<file path="src/source/tcb_pkg.sv">
package tcb_pkg;

  //////////////////////////////
  // bus widths
  //////////////////////////////

  // data bus width in bits
  localparam int unsigned tcb_dbw = 32;

  // number of byte lanes
  localparam int unsigned tcb_bew = tcb_dbw / 8;

  //////////////////////////////
  // transfer size codes
  //////////////////////////////

  // siz is log2 of the byte count
  localparam logic [1:0] tcb_siz_byte = 2'd0;
  localparam logic [1:0] tcb_siz_half = 2'd1;
  localparam logic [1:0] tcb_siz_word = 2'd2;
  // code 3 would be a double word, not supported on a 32-bit bus

  //////////////////////////////
  // data word
  //////////////////////////////

  // one bus word, seen whole or as byte lanes
  // lane 0 holds the least significant byte
  typedef union packed {
    logic [tcb_dbw-1:0]        wrd;
    logic [tcb_bew-1:0][7:0]   lane;
  } tcb_data_u;

endpackage : tcb_pkg

</file>
<file path="src/source/tcb_stage_if.sv">
interface tcb_stage_if
  import tcb_pkg::*;
#(
  parameter int unsigned ABW = 12
);

  // stage holds a valid transfer
  logic               vld;
  // write enable
  logic               wen;
  // misaligned or unsupported size
  logic               err;
  // word index and byte offset within the word
  logic [ABW-3:0]     idx;
  logic [1:0]         off;
  // transfer size code
  logic [1:0]         siz;
  // byte enables, all zero on error
  logic [tcb_bew-1:0] ben;
  // lane aligned data, write or read depending on stage
  tcb_data_u          dat;

  // upstream stage drives everything
  modport src (output vld, wen, err, idx, off, siz, ben, dat);

  // downstream stage only listens
  modport dst (input  vld, wen, err, idx, off, siz, ben, dat);

endinterface : tcb_stage_if

</file>
<file path="src/source/tcb_req_stage.sv">
module tcb_req_stage
  import tcb_pkg::*;
#(
  parameter int unsigned ABW = 12
)(
  input  logic               tcb,
  input  logic               rst_n,
  // request from the manager
  input  logic               vld,
  input  logic               wen,
  input  logic [ABW-1:0]     adr,
  input  logic [1:0]         siz,
  input  logic [tcb_dbw-1:0] wdt,
  output logic               rdy,
  // to the memory stage
  tcb_stage_if.src           req
);

  //////////////////////////////
  // handshake
  //////////////////////////////

  // transfer on this edge
  logic trn;

  // ready comes up on the first edge after reset release
  always_ff @(posedge tcb or negedge rst_n) begin
    if (!rst_n) begin
      rdy <= 1'b0;
    end else begin
      rdy <= 1'b1;
    end
  end

  assign trn = vld & rdy;

  //////////////////////////////
  // decode
  //////////////////////////////

  logic               err_c;
  logic [tcb_bew-1:0] ben_c;
  tcb_data_u          wdt_u;
  tcb_data_u          dat_c;

  // alignment check against the size
  always_comb begin
    case (siz)
      tcb_siz_byte: err_c = 1'b0;
      tcb_siz_half: err_c = adr[0];
      tcb_siz_word: err_c = |adr[1:0];
      default:      err_c = 1'b1;
    endcase
  end

  // byte enables from size and offset
  always_comb begin
    case (siz)
      tcb_siz_byte: ben_c = tcb_bew'(4'b0001) << adr[1:0];
      tcb_siz_half: ben_c = tcb_bew'(4'b0011) << adr[1:0];
      default:      ben_c = '1;
    endcase
    // an error must never touch memory
    if (err_c) ben_c = '0;
  end

  // right-justified write data moved up to its lanes
  // a rotation is enough, unused lanes are masked by ben
  assign wdt_u.wrd = wdt;

  always_comb begin
    dat_c = '0;
    for (int i = 0; i < tcb_bew; i++) begin
      dat_c.lane[i] = wdt_u.lane[2'(i) - adr[1:0]];
    end
  end

  //////////////////////////////
  // stage registers
  //////////////////////////////

  // valid bit
  always_ff @(posedge tcb or negedge rst_n) begin
    if (!rst_n) begin
      req.vld <= 1'b0;
    end else begin
      req.vld <= trn;
    end
  end

  // payload, loaded only on a transfer
  always_ff @(posedge tcb) begin
    if (trn) begin
      req.wen <= wen;
      req.err <= err_c;
      req.idx <= adr[ABW-1:2];
      req.off <= adr[1:0];
      req.siz <= siz;
      req.ben <= ben_c;
      req.dat <= dat_c;
    end
  end

  // request fields must be known whenever a transfer is taken
  a_req_known: assert property (
    @(posedge tcb) disable iff (!rst_n)
    trn |-> !$isunknown({wen, siz, adr})
  );

endmodule : tcb_req_stage

</file>
<file path="src/flat_wrapper.sv">
// flat-port wrapper written by rule: the top's interface ports become plain ports
module tcb_req_stage_flat import tcb_pkg::*;
#(
  parameter int unsigned ABW = 12
)
  (tcb, rst_n, vld, wen, adr, siz, wdt, rdy, req_vld, req_wen, req_err, req_idx, req_off, req_siz, req_ben, req_dat);
  tcb_stage_if #(.ABW(ABW)) req_i ();
  input  logic tcb;
  input  logic rst_n;
  input  logic vld;
  input  logic wen;
  input  logic [ABW-1:0] adr;
  input  logic [1:0] siz;
  input  logic [tcb_dbw-1:0] wdt;
  output logic rdy;
  output wire logic [$bits(req_i.vld)-1:0] req_vld;
  output wire logic [$bits(req_i.wen)-1:0] req_wen;
  output wire logic [$bits(req_i.err)-1:0] req_err;
  output wire logic [$bits(req_i.idx)-1:0] req_idx;
  output wire logic [$bits(req_i.off)-1:0] req_off;
  output wire logic [$bits(req_i.siz)-1:0] req_siz;
  output wire logic [$bits(req_i.ben)-1:0] req_ben;
  output wire logic [$bits(req_i.dat)-1:0] req_dat;
  assign req_vld = req_i.vld;
  assign req_wen = req_i.wen;
  assign req_err = req_i.err;
  assign req_idx = req_i.idx;
  assign req_off = req_i.off;
  assign req_siz = req_i.siz;
  assign req_ben = req_i.ben;
  assign req_dat = req_i.dat;
  tcb_req_stage #(.ABW(ABW)) u_core (.tcb(tcb), .rst_n(rst_n), .vld(vld), .wen(wen), .adr(adr), .siz(siz), .wdt(wdt), .rdy(rdy), .req(req_i));
endmodule
</file>
<file path="config.mk">
export PLATFORM = sky130hd
export DESIGN_NAME = tcb_req_stage_flat
export DESIGN_NICKNAME = d
export VERILOG_FILES = /design/src/source/tcb_pkg.sv /design/src/source/tcb_stage_if.sv /design/src/source/tcb_req_stage.sv /design/src/flat_wrapper.sv
export SDC_FILE = /design/constraint.sdc
export NUM_CORES = 1
export LEC_CHECK = 0
export ABC_AREA = 0
export BUFFER_PORTS_ARGS = -buffer_cell sky130_fd_sc_hd__buf_2
export CORE_MARGIN = 2
export CORE_UTILIZATION = 45
export DETAILED_ROUTE_END_ITERATION = 10
export PLACE_DENSITY = 0.76
export SLEW_MARGIN = 20
export SYNTH_ARGS = -nofsm -noshare
export SYNTH_HDL_FRONTEND = slang
export SYNTH_SLANG_ARGS = --single-unit
</file>
<file path="constraint.sdc">
create_clock -name tcb -period 3.7 [get_ports tcb]
set_clock_uncertainty 0.1 [all_clocks]
set_input_delay 0.37 -clock tcb [delete_from_list [all_inputs] [get_ports tcb]]
set_output_delay 0.37 -clock tcb [all_outputs]
set_load 0.02 [all_outputs]
</file>
* Yosys cells after proc, flatten, opt, wreduce, memory -nomap -nowiden
Cells that the tools add are included.
Operators by class: add/subtract/negate cells 4, $lt $le $gt $ge 4, eq/ne operators 2, shift-type cells 2, mux-type cells 10, bitwise operators 1, reduce and logical (&&, ||, !) cells 2
Operators with widths (count):
- binary-select mux 8 bit (select 2 bit) | 4
- two-way mux 8 bit | 4
- less-than comparator 2 x 3 -> 1 bit, second input constant | 4
- case mux 4 bit (2 select lines) | 1
- << shifter 1 x 2 -> 4 bit, first input constant | 1
- << shifter 2 x 2 -> 4 bit, first input constant | 1
- subtractor 1 x 2 -> 2 bit, first input constant | 2
- subtractor 2 bit, first input constant | 2
- case mux 1 bit (3 select lines) | 1
- equality test 2 x 1 -> 1 bit, second input constant | 1
- equality test 2 bit, second input constant | 1
- logical NOT 2 bit | 1
- OR reduction 2 bit | 1
- AND 1 bit | 1
Word-level totals: register bits 54, bits of input ports 50

* Depth between registers and ports, before layout
depth in word-level cells 3, mapped depth 8

* Worst setup path after synthesis
No wires, ideal clock.
path kind reg2reg, start point register u_core.rdy, end point register u_core.req.ben[0], enable pin, setup time 0.415 ns, data arrival time 1.730 ns, required time 3.185 ns, path slack 1.455 ns, cell stages (with the launch flop) 2, path buffers 0, clock period less this slack 2.245 ns, cells stage by stage dfrtp_1 and2_1
Between the ends: longest elaborated chain between the ends 1
Ends and longest elaborated chain:
- start: declaration | line tcb_req_stage.sv:14 | output logic rdy,
- start signal: assignment | line tcb_req_stage.sv:29 | rdy <= 1'b0;
- start signal: assignment | line tcb_req_stage.sv:31 | rdy <= 1'b1;
- AND 1 bit | line tcb_req_stage.sv:35 | assign trn = vld & rdy;
- net u_core.trn | line tcb_req_stage.sv:24 | logic trn;
- end signal: assignment | line tcb_req_stage.sv:99 | req.ben <= ben_c;
- end: declaration | line tcb_stage_if.sv:24 | modport src (output vld, wen, err, idx, off, siz, ben, dat);
The timed path passes the listed nets, and every way through them passes these cells. A chain may end at the register's enable or synchronous reset.

==> results.sh <==
export IMPL_status="complete, no violations"
export IMPL_cts_tree="yes"
export IMPL_postCtsHoldBufs=1
export IMPL_r2r_start="u_core.rdy$_DFF_PN0_"
export IMPL_initial_core_util_pct=46.2
export IMPL_rsz0062_at_grt="false"
export IMPL_fin_crit_ps=2240
export IMPL_drt_iter0_drc=101
export IMPL_cp_required_ps=3650
export IMPL_min_to="u_core.req.idx[1]$_DFFE_PP_"
export IMPL_layout_commonest_cell="buf_2"
export IMPL_grt_pass1_wl_mm=7.10
export IMPL_nets=265
export IMPL_min_period_over_period_pct=60.4
export IMPL_ctsRootBufferMaster="clkbuf_8"
export IMPL_final_cell_mix="buf_2, edfxtp_1, mux4_2"
export IMPL_cp_startpoint="adr[1]"
export IMPL_postCtsSetupBuffers=0
export IMPL_slew_viol_final=0
export IMPL_relSlewSlack_pct=54.7
export IMPL_p_leak_nw=1.26
export IMPL_coreArea_um2=5470
export IMPL_grt_pass1_vias=1527
export IMPL_synth_avg_cell_area_um2=23.0
export IMPL_p_per_area_nw_per_um2=394
export IMPL_grt_usage_pct=15.2
export IMPL_r2r_end="u_core.req.dat[1]$_DFFE_PP_"
export IMPL_min_from="adr[3]"
export IMPL_worstRegToRegCells=1
export IMPL_clk_latency_ps=300
export IMPL_maxCapViolCount=0
export IMPL_overflow=0
export IMPL_path_class="input port to register"
export IMPL_crit_path_start_kind="input port"
export IMPL_drt_pass1_iterations=4
export IMPL_drc=0
export IMPL_post_synth_num_cell_types=19
export IMPL_netlist_area_leader_share_pct=61.8
export IMPL_cts_max_path_buffers=2
export IMPL_yosysWarningCount=0
export IMPL_peakVddDrop_v=0.000166
export IMPL_ys_ff_latch=54
export IMPL_core_rowCount=27
export IMPL_synth_cells=110
export IMPL_die_y_um=78.9
export IMPL_die_area_um2=6230
export IMPL_place_gp_congestion=0.729
export IMPL_fillers=464
export IMPL_endpoint_kind="register"
export IMPL_grt_start_max_net_pins=54
export IMPL_routedWlPerCell_um=15.6
export IMPL_r2r_slack_ps=2290
export IMPL_worstPathArrival_ps=2180
export IMPL_syn_area_um2=2530
export IMPL_hold_viol=0
export IMPL_postRouteAntennaNets=0
export IMPL_synth_area_leaders="edfxtp_1, mux4_2, mux4_1"
export IMPL_io_buffers=103
export IMPL_grt_antenna_before_repair=0
export IMPL_routed_via_density=5.26
export IMPL_cts_htree_levels=2
export IMPL_ys_seq_area_share_pct=63.8
export IMPL_finalWirelength_mm=4.48
export IMPL_whs_path_depth=1
export IMPL_dpl_hpwl_mm=3.30
export IMPL_fin_cells=287
export IMPL_finalSetupViolations=0
export IMPL_clock_sinks=54
export IMPL_vias=1511
export IMPL_cp_max_fo=20
export IMPL_timing_fmax_ghz=0.447
export IMPL_area_growth_syn_to_layout_pct=25.4
export IMPL_diodes=0
export IMPL_io_pin_count=104
export IMPL_cts_made_buffers=5
export IMPL_p_total_mw=1.25
export IMPL_die_w_um=78.9
export IMPL_layout_drive_gt1_share_pct=64.2
export IMPL_clk_pin_slew_ps=100
export IMPL_synth_fp_nets=161
export IMPL_fin_tns_setup_ps=0
export IMPL_worstHoldPathType="input port to register"
export IMPL_dp_cells=278
export IMPL_cts_repair_resized=0
export IMPL_worstMarginPinSlew_ps=680
export IMPL_yosysTopAreaCell="edfxtp_1"
logic make-up after synthesis:
| kind of cell | share of synthesized area, % |
|---|---|
| flops | 63.8 |
| fa+ha+maj | 0.495 |
| simple gates | 1.04 |
| other cells | 0.148 |
| xor+xnor | 0.347 |
| compound gates | 1.29 |
| mux | 29.6 |
| buf+inv | 3.37 |
sequential cells by signal, summed over array words and instances (netlist names):
register / cells
u_core.rdy: 1
u_core.req.ben: 4
u_core.req.idx: 10
u_core.req.siz: 2
u_core.req.vld: 1
u_core.req.dat: 32
u_core.req.off: 2
u_core.req.wen: 1
u_core.req.err: 1
power by group:
part / total (mW) / leakage [nW] / switching, mW / internal [mW]
logic: 0.214 / 0.701 / 0.112 / 0.103
clock network: 0.317 / 0.0441 / 0.184 / 0.133
registers: 0.719 / 0.517 / 0.00616 / 0.713
total: 1.25 / 1.26 / 0.302 / 0.948
cell usage after synthesis:
library cell	count
a21oi_1	2
and2_1	2
buf_12	1
buf_2	4
buf_4	1
buf_6	1
buf_8	1
conb_1	1
dfrtp_1	2
edfxtp_1	52
ha_1	1
inv_1	3
mux4_1	7
mux4_2	25
nand2b_1	1
nand3b_1	1
o21ai_0	3
o31ai_1	1
xnor2_1	1
worst max-delay path by stage:
stage,to,slack (ps),depth (start not counted)
finish,u_core.req.dat[22]$_DFFE_PP_,1460,4
CTS,u_core.req.dat[22]$_DFFE_PP_,1440,4
detailed placement,u_core.req.dat[22]$_DFFE_PP_,1100,4
global placement,u_core.req.dat[22]$_DFFE_PP_,1170,4
floorplan,u_core.req.ben[0]$_SDFFCE_PP0P_,1450,1
global route,u_core.req.dat[22]$_DFFE_PP_,1310,4
final cells by class:
| cell class | count | area (um2) | share of cell area (%) |
|---|---|---|---|
| flip-flops and latches | 54 | 1610 | 50.8 |
| multi-input cells | 45 | 833 | 26.3 |
| repair buffers | 105 | 533 | 16.8 |
| well taps | 72 | 90.1 | 2.84 |
| clock buffers | 5 | 68.8 | 2.17 |
| clock inverters | 3 | 21.3 | 0.671 |
| inverters | 3 | 11.3 | 0.355 |
routing by layer:
metal,wire length (um),part of all wire (%),vias to the layer above,global-route usage [%]
met4,61,1.4,0,7.07
li1,-,-,691,-
met5,0,0,-,0
met2,2360,53,77,27.0
met1,1610,36,739,16.9
met3,450,10,4,4.43
stage by stage:
step                      instance area, um2  worst slack (ps)  hold WS (ps)  util (%)
after detailed placement                3070              1100          56.6      56.1
after global routing                    3170              1310           118      57.9
after floorplan                         2530              1450         -25.6         -
after global placement                  3070              1170          53.8      56.1
final                                   3170              1460           137      57.9
after CTS                               3170              1440           124      57.9
worst max-delay path: stages:
cell	delay, ps
buf_2	390
inv_1	90
ha_1	740
mux4_2	590
Note: power is estimated with default switching activity, not from simulation.
