[config.mk]
export PLATFORM = sky130hd
export DESIGN_NAME = tcb_rsp_stage_flat
export DESIGN_NICKNAME = d
export VERILOG_FILES = /design/src/source/tcb_pkg.sv /design/src/source/tcb_stage_if.sv /design/src/source/tcb_rsp_stage.sv /design/src/flat_wrapper.sv
export SDC_FILE = /design/constraint.sdc
export NUM_CORES = 1
export LEC_CHECK = 0
export BUFFER_PORTS_ARGS = -buffer_cell sky130_fd_sc_hd__buf_2
export CAP_MARGIN = 10
export CORE_UTILIZATION = 30
export DETAILED_ROUTE_END_ITERATION = 8
export GPL_TIMING_DRIVEN = 0
export MAX_ROUTING_LAYER = met4
export PLACE_DENSITY = 0.56
export REMOVE_ABC_BUFFERS = 1
export SLEW_MARGIN = 10
export SYNTH_ARGS = -nofsm -noshare
export SYNTH_HDL_FRONTEND = slang
export SYNTH_SLANG_ARGS = --single-unit
[constraint.sdc]
create_clock -name tcb -period 0.8 [get_ports tcb]
set_input_delay 0.12 -clock tcb [delete_from_list [all_inputs] [get_ports tcb]]
set_output_delay 0.12 -clock tcb [all_outputs]
set_load 0.01 [all_outputs]
[src/source/tcb_pkg.sv]
package tcb_pkg;

  //////////////////////////////
  // bus widths
  //////////////////////////////

  // data bus width in bits
  localparam int unsigned tcb_dbw = 32;

  // number of byte lanes
  localparam int unsigned tcb_bew = tcb_dbw / 8;

  //////////////////////////////
  // transfer size codes
  //////////////////////////////

  // siz is log2 of the byte count
  localparam logic [1:0] tcb_siz_byte = 2'd0;
  localparam logic [1:0] tcb_siz_half = 2'd1;
  localparam logic [1:0] tcb_siz_word = 2'd2;
  // code 3 would be a double word, not supported on a 32-bit bus

  //////////////////////////////
  // data word
  //////////////////////////////

  // one bus word, seen whole or as byte lanes
  // lane 0 holds the least significant byte
  typedef union packed {
    logic [tcb_dbw-1:0]        wrd;
    logic [tcb_bew-1:0][7:0]   lane;
  } tcb_data_u;

endpackage : tcb_pkg

[src/source/tcb_stage_if.sv]
interface tcb_stage_if
  import tcb_pkg::*;
#(
  parameter int unsigned ABW = 12
);

  // stage holds a valid transfer
  logic               vld;
  // write enable
  logic               wen;
  // misaligned or unsupported size
  logic               err;
  // word index and byte offset within the word
  logic [ABW-3:0]     idx;
  logic [1:0]         off;
  // transfer size code
  logic [1:0]         siz;
  // byte enables, all zero on error
  logic [tcb_bew-1:0] ben;
  // lane aligned data, write or read depending on stage
  tcb_data_u          dat;

  // upstream stage drives everything
  modport src (output vld, wen, err, idx, off, siz, ben, dat);

  // downstream stage only listens
  modport dst (input  vld, wen, err, idx, off, siz, ben, dat);

endinterface : tcb_stage_if

[src/source/tcb_rsp_stage.sv]
module tcb_rsp_stage
  import tcb_pkg::*;
#(
  parameter int unsigned DLY = 3,
  parameter int unsigned ABW = 12
)(
  input  logic               tcb,
  input  logic               rst_n,
  // from the memory stage
  tcb_stage_if.dst           mem,
  // response to the manager
  output logic               rsp,
  output logic [tcb_dbw-1:0] rdt,
  output logic               err
);

  // two cycles are already spent upstream
  if (DLY < 2) begin : g_dly_check
    $error("tcb_rsp_stage: DLY must be at least 2, got %0d", DLY);
  end

  //////////////////////////////
  // lane extraction
  //////////////////////////////

  tcb_data_u          rot;
  logic [tcb_dbw-1:0] ext;
  logic [tcb_dbw-1:0] rdt_c;

  // bring the addressed lane down to lane 0
  always_comb begin
    rot = '0;
    for (int i = 0; i < tcb_bew; i++) begin
      rot.lane[i] = mem.dat.lane[2'(i) + mem.off];
    end
  end

  // zero extension by size
  always_comb begin
    case (mem.siz)
      tcb_siz_byte: ext = tcb_dbw'(rot.lane[0]);
      tcb_siz_half: ext = tcb_dbw'({rot.lane[1], rot.lane[0]});
      default:      ext = rot.wrd;
    endcase
  end

  // writes and errors return zero
  assign rdt_c = (mem.wen || mem.err) ? '0 : ext;

  //////////////////////////////
  // delay line
  //////////////////////////////

  if (DLY > 2) begin : g_pipe
    localparam int unsigned N = DLY - 2;

    logic [N-1:0]              vld_q;
    logic [N-1:0]              err_q;
    logic [N-1:0][tcb_dbw-1:0] rdt_q;

    // valid bits clear on reset
    always_ff @(posedge tcb or negedge rst_n) begin
      if (!rst_n) begin
        vld_q <= '0;
      end else begin
        vld_q[0] <= mem.vld;
        for (int i = 1; i < N; i++) begin
          vld_q[i] <= vld_q[i-1];
        end
      end
    end

    // payload shift, no reset needed
    always_ff @(posedge tcb) begin
      rdt_q[0] <= rdt_c;
      err_q[0] <= mem.err;
      for (int i = 1; i < N; i++) begin
        rdt_q[i] <= rdt_q[i-1];
        err_q[i] <= err_q[i-1];
      end
    end

    assign rsp = vld_q[N-1];
    assign rdt = rdt_q[N-1];
    assign err = err_q[N-1];
  end else begin : g_comb
    // DLY of 2, the memory register is the last stage
    assign rsp = mem.vld;
    assign rdt = rdt_c;
    assign err = mem.err;
  end

  // response strobe stays clean once out of reset
  a_rsp_known: assert property (
    @(posedge tcb) disable iff (!rst_n)
    !$isunknown(rsp)
  );

endmodule : tcb_rsp_stage

[src/flat_wrapper.sv]
// flat-port wrapper written by rule: the top's interface ports become plain ports
module tcb_rsp_stage_flat import tcb_pkg::*;
#(
  parameter int unsigned DLY = 3,
  parameter int unsigned ABW = 12
)
  (tcb, rst_n, rsp, rdt, err, mem_vld, mem_wen, mem_err, mem_idx, mem_off, mem_siz, mem_ben, mem_dat);
  tcb_stage_if #(.ABW(ABW)) mem_i ();
  input  logic tcb;
  input  logic rst_n;
  output logic rsp;
  output logic [tcb_dbw-1:0] rdt;
  output logic err;
  input wire logic [$bits(mem_i.vld)-1:0] mem_vld;
  input wire logic [$bits(mem_i.wen)-1:0] mem_wen;
  input wire logic [$bits(mem_i.err)-1:0] mem_err;
  input wire logic [$bits(mem_i.idx)-1:0] mem_idx;
  input wire logic [$bits(mem_i.off)-1:0] mem_off;
  input wire logic [$bits(mem_i.siz)-1:0] mem_siz;
  input wire logic [$bits(mem_i.ben)-1:0] mem_ben;
  input wire logic [$bits(mem_i.dat)-1:0] mem_dat;
  assign mem_i.vld = mem_vld;
  assign mem_i.wen = mem_wen;
  assign mem_i.err = mem_err;
  assign mem_i.idx = mem_idx;
  assign mem_i.off = mem_off;
  assign mem_i.siz = mem_siz;
  assign mem_i.ben = mem_ben;
  assign mem_i.dat = mem_dat;
  tcb_rsp_stage #(.DLY(DLY), .ABW(ABW)) u_core (.tcb(tcb), .rst_n(rst_n), .mem(mem_i), .rsp(rsp), .rdt(rdt), .err(err));
endmodule
[After elaboration in Yosys (flattened, before gate mapping)]
Index checks and enable logic that the tools add are counted.
W data, S select, Z words.
Cells by class
  $lt $le $gt $ge: 4
  eq/ne operators: 1
  add/sub/neg operators: 3
  reduce and logical (&&, ||, !) cells: 2
  muxes and demuxes: 9
Operators by type and width (count)
  $bmux W8 S2: 4
  $pmux W32 S2: 1
  $mux W8: 4
  $lt A2 B3 Y1 const B: 4
  $add A2 B2 Y2 const A: 2
  $add A1 B2 Y2 const A: 1
  $eq A2 B1 Y1 const B: 1
  $logic_not A2 Y1: 1
  $logic_or A1 B1 Y1: 1
Word-level totals
  output and inout port bits: 34
  word-level logic and storage cells: 22
  input bits: 55
  register bits: 34

[Depth between registers and ports, before layout]
Gate-level depths: netlist of run 1.
  depth after elaboration: 4
  mapped depth: 5
  depth with buffers taken out: 2

[Worst setup path after synthesis of run 1]
OpenSTA, ideal clock, no wires.
  path kind: input to register
  start: input port mem_off[0]
  end: register u_core.g_pipe.rdt_q, in the netlist u_core.rdt[28]
  stages: 4
  data required time: 0.685 ns
  path slack: -0.344 ns
  arrival: 1.028 ns
  cells stage by stage: buf_6 buf_8 mux4_2 and3_1
Between the ends
  cells in the longest elaborated chain, start to end: 4
Ends and longest elaborated chain
  from (decl): RTL line flat_wrapper.sv:18  | input wire logic [$bits(mem_i.off)-1:0] mem_off;
  $add A2 B2 Y2: RTL line tcb_rsp_stage.sv:34  | rot.lane[i] = mem.dat.lane[2'(i) + mem.off];
  $bmux W8 S2: RTL line tcb_rsp_stage.sv:34
  $mux W8 (implied by the code): RTL line tcb_rsp_stage.sv:34
  $pmux W32 S2: RTL line tcb_rsp_stage.sv:40  | case (mem.siz)
  to (signal, indexed assignment): RTL line tcb_rsp_stage.sv:78  | rdt_q[i] <= rdt_q[i-1];
  to (decl): RTL line tcb_rsp_stage.sv:59  | logic [N-1:0][tcb_dbw-1:0] rdt_q;
Every way passes these cells. The select of a mux whose other input is x is not followed.
A chain may end at the register's enable or synchronous reset.

[Worst setup path after layout of run 1]
  start: register u_core.g_pipe.vld_q (netlist: u_core.rsp)
  end: output port rsp
RTL lines
  from (decl): RTL line tcb_rsp_stage.sv:57  | logic [N-1:0] vld_q;
  from (signal, indexed assignment): RTL line tcb_rsp_stage.sv:68  | vld_q[i] <= vld_q[i-1];
  to (decl): RTL line flat_wrapper.sv:11  | output logic rsp;
No word-level cell between the ends.

==> flow_metrics.env, run 1 <==
export IMPL_p_total_mw=3.92
export IMPL_cp_slowest_cell="dfrtp_1"
export IMPL_end_kind="output pin"
export IMPL_drv_slew=0
export IMPL_io_buffer_count=74
export IMPL_viasPerCell=4.90
export IMPL_arrival_ns=0.78
export IMPL_dp_cells=246
export IMPL_antenna_found_initial=0
export IMPL_p_comb_share_pct=21.5
export IMPL_seq_area_frac_synth_pct=39.4
export IMPL_tns_ns=-1.03
export IMPL_grt_pass1_wl_microns=6620
export IMPL_status="finished, violations left"
export IMPL_start_kind="flip-flop"
export IMPL_dp_hpwl_microns=2590
export IMPL_p_leak_nw=1.15
export IMPL_crit_end="rsp"
export IMPL_grt_pass1_vias=1288
export IMPL_worst_slack_ns=-0.0973
export IMPL_place_congestion=0.743
export IMPL_start_util_pct=31.4
export IMPL_cap_violations=0
export IMPL_grt_setup_unrepaired="yes"
export IMPL_worstSetupPathType="reg -> out"
export IMPL_p_clk_share_pct=32.7
export IMPL_timing_hold_ws_ns=0.139
export IMPL_drtIter0Drc=73
export IMPL_clockBufferDepth=2
export IMPL_power_internal_mw=2.99
export IMPL_drtAntennaViolNets=0
export IMPL_fin_crit_sh_pct=112
export IMPL_syn_cell_area_sq_um=1740
export IMPL_cts_buffers_inserted=5
export IMPL_dieArea_sq_um=6110
export IMPL_avgRoutedWirePerCell_microns=15.9
export IMPL_dr_pass1_iters=4
export IMPL_p_sw_share_pct=23.6
export IMPL_seqPwrFrac_pct=45.8
export IMPL_core_area_sq_um=5540
export IMPL_io_pins=89
export IMPL_cts_sinks=34
export IMPL_max_clock_freq_mhz=1110
export IMPL_finalCriticalPeriod_ns=0.897
export IMPL_synth_seq_cells=34
export IMPL_grt_max_degree=33
export IMPL_setup_violations=34
export IMPL_synthCells=112
export IMPL_peakVddDrop_uv=828
export IMPL_dieHeight_microns=78.1
export IMPL_root_buffer="clkbuf_8"
export IMPL_clk_pin_slew_worst_paths_ns=0.06
export IMPL_crit_required_ns=0.68
export IMPL_final_cell_mix="59 x buf_2, 31 x mux4_2, 24 x and3_1"
export IMPL_path_buf_inv=1
export IMPL_cts_tree="yes"
export IMPL_crit_family="flip-flops"
export IMPL_num_antenna_cells=0
export IMPL_hp_class="in -> async"
export IMPL_fill_cells=504
export IMPL_grt_ovfl_total=0
export IMPL_startpoint="u_core.rsp"
export IMPL_drive_gt1_share_pct=68.9
export IMPL_cp_max_fo=1
export IMPL_hold_viol_final=0
export IMPL_slowest_delay_ns=0.36
export IMPL_cts_htree_levels=2
export IMPL_p_sw_mw=0.924
export IMPL_track_usage_pct=15.0
export IMPL_avgSynthCellArea_sq_um=15.5
export IMPL_tightest_slew_ns=0.517
export IMPL_fin_nets=244
export IMPL_syn2layout_area_growth_pct=42.2
export IMPL_finalWirelength_microns=4160
export IMPL_vias=1285
export IMPL_relSlewSlack_pct=65.5
export IMPL_ys_types=13
export IMPL_die_w_microns=78.1
export IMPL_p_per_area_nw_per_um2=1580
export IMPL_yosysWarnings=0
export IMPL_violations="negative setup slack"
export IMPL_final_cells=262
export IMPL_drc=0
export IMPL_cp_depth=1
export IMPL_rows=27
export IMPL_cp_cell_sequence="buf_2"
export IMPL_layout_commonest_cell="buf_2"
## through the flow
stage | utilization (%) | instance area, sq um | setup WS [ns]
floorplan | - | 1620 | -0.277
global placement | 37.6 | 2080 | -0.943
detailed placement | 37.7 | 2090 | -0.935
CTS | 42.7 | 2370 | -0.0975
global route | 44.6 | 2470 | -0.130
finish | 44.6 | 2470 | -0.0973
## power groups by stage
stage	sequential, mW	combinational, mW	clock (mW)
final	1.79	0.844	1.28
after floorplan	1.86	0.331	0
after global routing	1.80	0.913	1.41
after CTS	1.78	0.807	1.30
after global placement	1.82	0.695	0
after detailed placement	1.82	0.701	0
## sequential cells by signal, indices dropped and copies added, names as in the netlist
register / cells
u_core.rdt: 32
u_core.err: 1
u_core.rsp: 1
## kinds of logic after synthesis
| family | count (synthesis) | share of synthesized area, % |
|---|---|---|
| buffers and inverters | 12 | 6.62 |
| DFF | 34 | 39.4 |
| muxes | 32 | 41.9 |
| and+or+nand+nor | 34 | 12.1 |
## how the worst min path moves through the flow
stage / endpoint / slack, ns / cells after the start
6_report: u_core.rsp / 0.14 / 2
5_1_grt: u_core.rsp / 0.14 / 2
4_1_cts: u_core.rsp / 0.12 / 2
3_5_place_dp: u_core.rsp / -0.10 / 1
3_3_place_gp: u_core.rsp / -0.11 / 1
2_1_floorplan: u_core.rsp / -0.18 / 0
## layer usage
| metal | GRT usage, % | share of wire [%] |
|---|---|---|
| met1 | 15.7 | 39 |
| met2 | 26.0 | 53 |
| met3 | 2.56 | 4.7 |
| met4 | 9.63 | 3.5 |
| met5 | - | 0 |
## Yosys cell counts
library cell / n / area share (%)
dfxtp_1: 33 / 38
mux4_2: 30 / 39
and3_1: 24 / 8.6
and2_1: 8 / 2.9
clkbuf_1: 4 / 0.86
buf_4: 3 / 1.3
buf_12: 2 / 2.3
buf_6: 2 / 1.3
mux4_1: 2 / 3.0
buf_8: 1 / 0.86
dfrtp_1: 1 / 1.4
nor2_1: 1 / 0.22
or2_0: 1 / 0.36
## area by class of cell
type	count	area, sq um	share of cell area [%]
multi-input combinational	66	942	38.1
sequential	34	702	28.4
timing repair buffer	82	647	26.2
tap	72	90.1	3.64
clock buffer	7	86.3	3.49
clock inverter	1	5.00	0.202
## repair_timing
item | in CTS | in global routing
gates resized for setup | 18 | 23
buffers inserted | 0 | 1
hold endpoints to repair | 3 | 0
endpoints found under the setup margin | 66 | 38
gates cloned | 3 | 1
hold buffers | 3 | 0
Note: power is estimated with default switching activity, not from simulation.
==> run 2, diff against run 1 <==
--- a/config.mk
+++ b/config.mk
@@ -7,11 +7,14 @@
 export LEC_CHECK = 0
 export BUFFER_PORTS_ARGS = -buffer_cell sky130_fd_sc_hd__buf_2
 export CAP_MARGIN = 10
-export CORE_UTILIZATION = 30
+export CELL_PAD_IN_SITES_DETAIL_PLACEMENT = 0
+export CELL_PAD_IN_SITES_GLOBAL_PLACEMENT = 1
+export CORE_MARGIN = 4
+export CORE_UTILIZATION = 25
 export DETAILED_ROUTE_END_ITERATION = 8
 export GPL_TIMING_DRIVEN = 0
 export MAX_ROUTING_LAYER = met4
-export PLACE_DENSITY = 0.56
+export PLACE_DENSITY = 0.59
 export REMOVE_ABC_BUFFERS = 1
 export SLEW_MARGIN = 10
 export SYNTH_ARGS = -nofsm -noshare
==> run 2 against run 1 <==
The run still ends with negative setup slack left. Power up 1.2%. Clock power about the same. Flip-flop and latch count unchanged. Global-route usage down 2.4 points. Non-clock buffer count unchanged. Design area up 2.2%. Die area up 37%. Routed wire length up 17%. Worst hold slack better by 0.0096 ns. Fmax up 0.93%. Critical path type unchanged.
==> flow_metrics.env, run 2 (same netlist as run 1, synthesis figures left out) <==
export IMPL_cap_violations=0
export IMPL_p_leak_nw=1.16
export IMPL_arrival_ns=0.77
export IMPL_rows=30
export IMPL_grt_pass1_wl_microns=7660
export IMPL_post_cts_buffers=0
export IMPL_syn2layout_area_growth_pct=45.3
export IMPL_grt_ovfl_total=0
export IMPL_clk_pin_slew_worst_paths_ns=0.07
export IMPL_cts_buffers_inserted=5
export IMPL_path_buf_inv=1
export IMPL_dr_pass1_iters=4
export IMPL_multiInputGateArea_sq_um=953
export IMPL_grt_max_degree=18
export IMPL_largest_reg_flops=32
export IMPL_crit_family="flip-flops"
export IMPL_clockBufferDepth=2
export IMPL_antenna_found_initial=0
export IMPL_busiest_layer="met2"
export IMPL_drv_slew=0
export IMPL_drtIter0Drc=44
export IMPL_slowest_delay_ns=0.36
export IMPL_io_buffer_count=74
export IMPL_met3_usage_pct=4.39
export IMPL_fin_area_sq_um=2530
export IMPL_core_area_sq_um=6790
export IMPL_post_dp_cell_area_sq_um=2130
export IMPL_timing_hold_ws_ns=0.148
export IMPL_tightest_slew_ns=0.364
export IMPL_hp_class="in -> async"
export IMPL_die_w_microns=91.4
export IMPL_crit_required_ns=0.68
export IMPL_place_congestion=0.700
export IMPL_worstSetupPathType="reg -> out"
export IMPL_drive_gt1_share_pct=70.0
export IMPL_p_sw_mw=0.962
export IMPL_seqPwrFrac_pct=45.3
export IMPL_regArea_sq_um=703
export IMPL_layout_commonest_cell="buf_2"
export IMPL_p_clk_share_pct=32.8
export IMPL_power_internal_mw=3.00
export IMPL_start_kind="flip-flop"
export IMPL_final_cell_mix="58 x buf_2, 30 x mux4_2, 23 x and3_1"
export IMPL_grtUsageMet2_pct=17.5
export IMPL_p_comb_share_pct=22.0
export IMPL_startpoint="u_core.rsp"
export IMPL_dieHeight_microns=91.4
export IMPL_drtAntennaViolNets=0
export IMPL_pre_cts_ws_ns=-0.979
export IMPL_cp_cell_sequence="buf_2"
export IMPL_dieArea_sq_um=8350
export IMPL_setup_violations=34
export IMPL_finalWirelength_microns=4880
export IMPL_p_total_mw=3.97
export IMPL_cts_sinks=34
export IMPL_worst_slack_ns=-0.0891
export IMPL_cts_tree="yes"
export IMPL_vias=1360
export IMPL_p_per_area_nw_per_um2=1570
export IMPL_fill_cells=658
export IMPL_finalCriticalPeriod_ns=0.889
export IMPL_fin_util_pct=37.2
export IMPL_violations="negative setup slack"
export IMPL_num_antenna_cells=0
export IMPL_fin_nets=244
export IMPL_track_usage_pct=12.5
export IMPL_drc=0
export IMPL_cts_htree_levels=2
export IMPL_io_pins=89
export IMPL_end_kind="output pin"
export IMPL_hold_viol_final=0
export IMPL_start_util_pct=25.6
export IMPL_grt_setup_unrepaired="yes"
export IMPL_cp_max_fo=1
export IMPL_cp_slowest_cell="dfrtp_1"
export IMPL_use_met1_pct=17.3
export IMPL_grt_pass1_vias=1340
export IMPL_status="finished, violations left"
export IMPL_dp_hpwl_microns=2980
export IMPL_relSlewSlack_pct=75.7
export IMPL_root_buffer="clkbuf_8"
export IMPL_max_clock_freq_mhz=1120
export IMPL_p_sw_share_pct=24.3
export IMPL_viasPerCell=4.76
export IMPL_avgRoutedWirePerCell_microns=17.1
export IMPL_fin_crit_sh_pct=111
export IMPL_peakVddDrop_uv=633
run 2: worst paths after layout:
path	to	slack, ns	cells after the start
max in group asynchronous	u_core.rsp	0.57	2
worst min-delay path	u_core.rsp	0.15	2
worst max-delay path	rsp	-0.09	1
min in group tcb	u_core.rdt[7]	0.20	3
run 2: layer usage:
metal / routed length [microns] / part of all wire (%)
met5: 0 / 0
met4: 37 / 0.76
met3: 374 / 7.7
met2: 2220 / 46
met1: 2240 / 46
run 2: timing repair:
item                       CTS  global route
hold buffers                 3             0
hold endpoints to repair     3             0
setup endpoints to repair   66            35
resized for setup           28            17
pin swaps                    0             0
cloned                       4             0
run 2: power groups by stage:
| stage | combinational (mW) | sequential [mW] | clock, mW |
|---|---|---|---|
| 6_report | 0.872 | 1.80 | 1.30 |
| 4_1_cts | 0.860 | 1.79 | 1.38 |
| 5_1_grt | 0.939 | 1.80 | 1.48 |
| 3_3_place_gp | 0.710 | 1.82 | 0 |
| 3_5_place_dp | 0.721 | 1.82 | 0 |
| 2_1_floorplan | 0.331 | 1.86 | 0 |
run 2: metrics by stage:
stage / instances / TNS, ns
6_report: 286 / -0.955
3_5_place_dp: 271 / -29.20
5_1_grt: 286 / -2.34
4_1_cts: 286 / -1.55
3_3_place_gp: 270 / -35.66
2_1_floorplan: 100 / -8.51
run 2: final cells by class:
cell class              instances  share of cell area, %
multi-input cells              66                   37.7
flip-flops and latches         34                   27.8
well taps                      96                   4.75
clock inverters                 1                  0.198
clock buffers                   7                   3.42
repair buffers                 82                   26.1
==> run 3, diff against run 2 <==
--- a/config.mk
+++ b/config.mk
@@ -6,13 +6,14 @@
 export NUM_CORES = 1
 export LEC_CHECK = 0
 export BUFFER_PORTS_ARGS = -buffer_cell sky130_fd_sc_hd__buf_2
-export CAP_MARGIN = 10
+export CAP_MARGIN = 20
 export CELL_PAD_IN_SITES_DETAIL_PLACEMENT = 0
 export CELL_PAD_IN_SITES_GLOBAL_PLACEMENT = 1
 export CORE_MARGIN = 4
 export CORE_UTILIZATION = 25
 export DETAILED_ROUTE_END_ITERATION = 8
 export GPL_TIMING_DRIVEN = 0
+export HOLD_SLACK_MARGIN = 0.02
 export MAX_ROUTING_LAYER = met4
 export PLACE_DENSITY = 0.59
 export REMOVE_ABC_BUFFERS = 1
==> constraint.sdc (replaced) <==
create_clock -name tcb -period 0.9 [get_ports tcb]
set_input_delay 0.135 -clock tcb [delete_from_list [all_inputs] [get_ports tcb]]
set_output_delay 0.135 -clock tcb [all_outputs]
set_load 0.01 [all_outputs]
==> run 3 against run 2 <==
Via count down 2.9%. The flow still finishes with violations (negative setup slack). Design area decreased by 5.5%. Power is 13% lower. First-iteration DRC count is 39% lower. Final cell count shrank 0.70%. Sequential power is 12% lower. Clock-buffer cell count did not move.
==> flow_metrics.env, run 3 (same netlist as run 1, synthesis figures left out) <==
export IMPL_cp_slowest_cell="dfrtp_1"
export IMPL_grt_ovfl_total=0
export IMPL_hp_class="in -> async"
export IMPL_clk_pin_slew_worst_paths_ns=0.07
export IMPL_cp_max_fo=1
export IMPL_status="finished, violations left"
export IMPL_core_area_sq_um=6790
export IMPL_dp_cells=271
export IMPL_place_congestion=0.700
export IMPL_drc=0
export IMPL_viasPerCell=4.65
export IMPL_use_met1_pct=15.1
export IMPL_pre_cts_ws_ns=-0.894
export IMPL_fin_crit_sh_pct=100
export IMPL_grt_pass1_wl_microns=6990
export IMPL_drtIter0Drc=27
export IMPL_vias=1320
export IMPL_end_kind="output pin"
export IMPL_grt_max_degree=33
export IMPL_cts_tree="yes"
export IMPL_cts_htree_levels=2
export IMPL_startpoint="u_core.rsp"
export IMPL_peakVddDrop_uv=564
export IMPL_largest_reg_flops=32
export IMPL_rows=30
export IMPL_num_antenna_cells=0
export IMPL_grt_pass1_vias=1293
export IMPL_antenna_found_initial=0
export IMPL_clockBufferDepth=2
export IMPL_p_leak_nw=1.11
export IMPL_syn2layout_area_growth_pct=37.3
export IMPL_io_buffer_count=74
export IMPL_grt_setup_unrepaired="yes"
export IMPL_fill_cells=672
export IMPL_worstSetupPathType="reg -> out"
export IMPL_drtAntennaViolNets=0
export IMPL_fin_nets=242
export IMPL_cap_violations=0
export IMPL_cts_sinks=34
export IMPL_layout_commonest_cell="buf_2"
export IMPL_setup_violations=1
export IMPL_cts_buffers_inserted=5
export IMPL_worst_slack_ns=-0.00371
export IMPL_crit_family="flip-flops"
export IMPL_cp_cell_sequence="buf_2"
export IMPL_drv_slew=0
export IMPL_start_util_pct=25.6
export IMPL_avgRoutedWirePerCell_microns=16.3
export IMPL_start_kind="flip-flop"
export IMPL_max_clock_freq_mhz=1110
export IMPL_final_cells=284
export IMPL_path_buf_inv=1
export IMPL_root_buffer="clkbuf_8"
export IMPL_arrival_ns=0.77
export IMPL_final_cell_mix="68 x buf_2, 30 x mux4_2, 25 x dfxtp_1"
export IMPL_tightest_slew_ns=0.352
export IMPL_met3_usage_pct=3.73
export IMPL_dp_hpwl_microns=2980
export IMPL_track_usage_pct=11.2
export IMPL_grtUsageMet2_pct=15.9
export IMPL_slowest_delay_ns=0.36
export IMPL_busiest_layer="met2"
export IMPL_relSlewSlack_pct=76.6
export IMPL_io_pins=89
export IMPL_dr_pass1_iters=3
export IMPL_violations="negative setup slack"
export IMPL_hold_viol_final=0
export IMPL_dieArea_sq_um=8350
export IMPL_p_per_area_nw_per_um2=1450
export IMPL_die_w_microns=91.4
export IMPL_dieHeight_microns=91.4
export IMPL_drive_gt1_share_pct=65.4
export IMPL_crit_required_ns=0.76
export IMPL_finalCriticalPeriod_ns=0.904
export IMPL_finalWirelength_microns=4640
-- run 3: cell types whose count changed in the layout (fill, tap and decap cells not counted), sizes merged --
| cell | previous run | this run |
|---|---|---|
| buf | 78 | 76 |
| bufbuf | 1 | 0 |
| clkbuf | 7 | 8 |
-- run 3: path summary, 6_finish.rpt --
kind                                  to  slack, ns  depth (start not counted)
min                           u_core.rsp       0.16                          2
min in group tcb           u_core.rdt[7]       0.21                          3
max                                  rsp     -0.004                          1
max in group asynchronous     u_core.rsp       0.65                          2
-- run 3: stage by stage --
stage	cell area, sq um	utilization (%)	TNS [ns]	hold WS [ns]	power [mW]
after floorplan	1620	-	-5.79	-0.161	1.95
after global placement	2110	31.1	-32.94	-0.0899	2.25
after detailed placement	2130	31.3	-26.48	-0.0890	2.26
after CTS	2310	34.1	-0.0255	0.146	3.50
after global routing	2390	35.1	-0.0499	0.165	3.67
final	2390	35.1	-0.00371	0.164	3.45
-- run 3: layer usage --
metal / vias to the layer above / wire length (microns)
met4: 0 / 36
met2: 57 / 2110
met1: 662 / 2150
met3: 4 / 341
li1: 597 / -
met5: - / 0
-- run 3: where the power goes --
| part | total [mW] | switching, mW | leakage (nW) | internal, mW |
|---|---|---|---|---|
| Sequential | 1.59 | 0.0166 | 0.285 | 1.57 |
| Clock | 1.16 | 0.540 | 0.0482 | 0.617 |
| Combinational | 0.709 | 0.287 | 0.778 | 0.422 |
-- run 3: repair_timing --
item | in CTS | in global routing
endpoints found under the setup margin | 33 | 29
gates resized for setup | 11 | 14
buffers inserted | 0 | 0
gates cloned | 1 | 1
hold buffers | 3 | 0
hold endpoints to repair | 3 | 0
-- run 3: layout make-up --
cell class	instances	area (sq um)	area share [%]
flip-flops and latches	34	696	29.1
repair buffers	80	534	22.4
multi-input cells	66	946	39.6
clock inverters	1	5.00	0.210
well taps	96	120	5.03
clock buffers	7	86.3	3.62
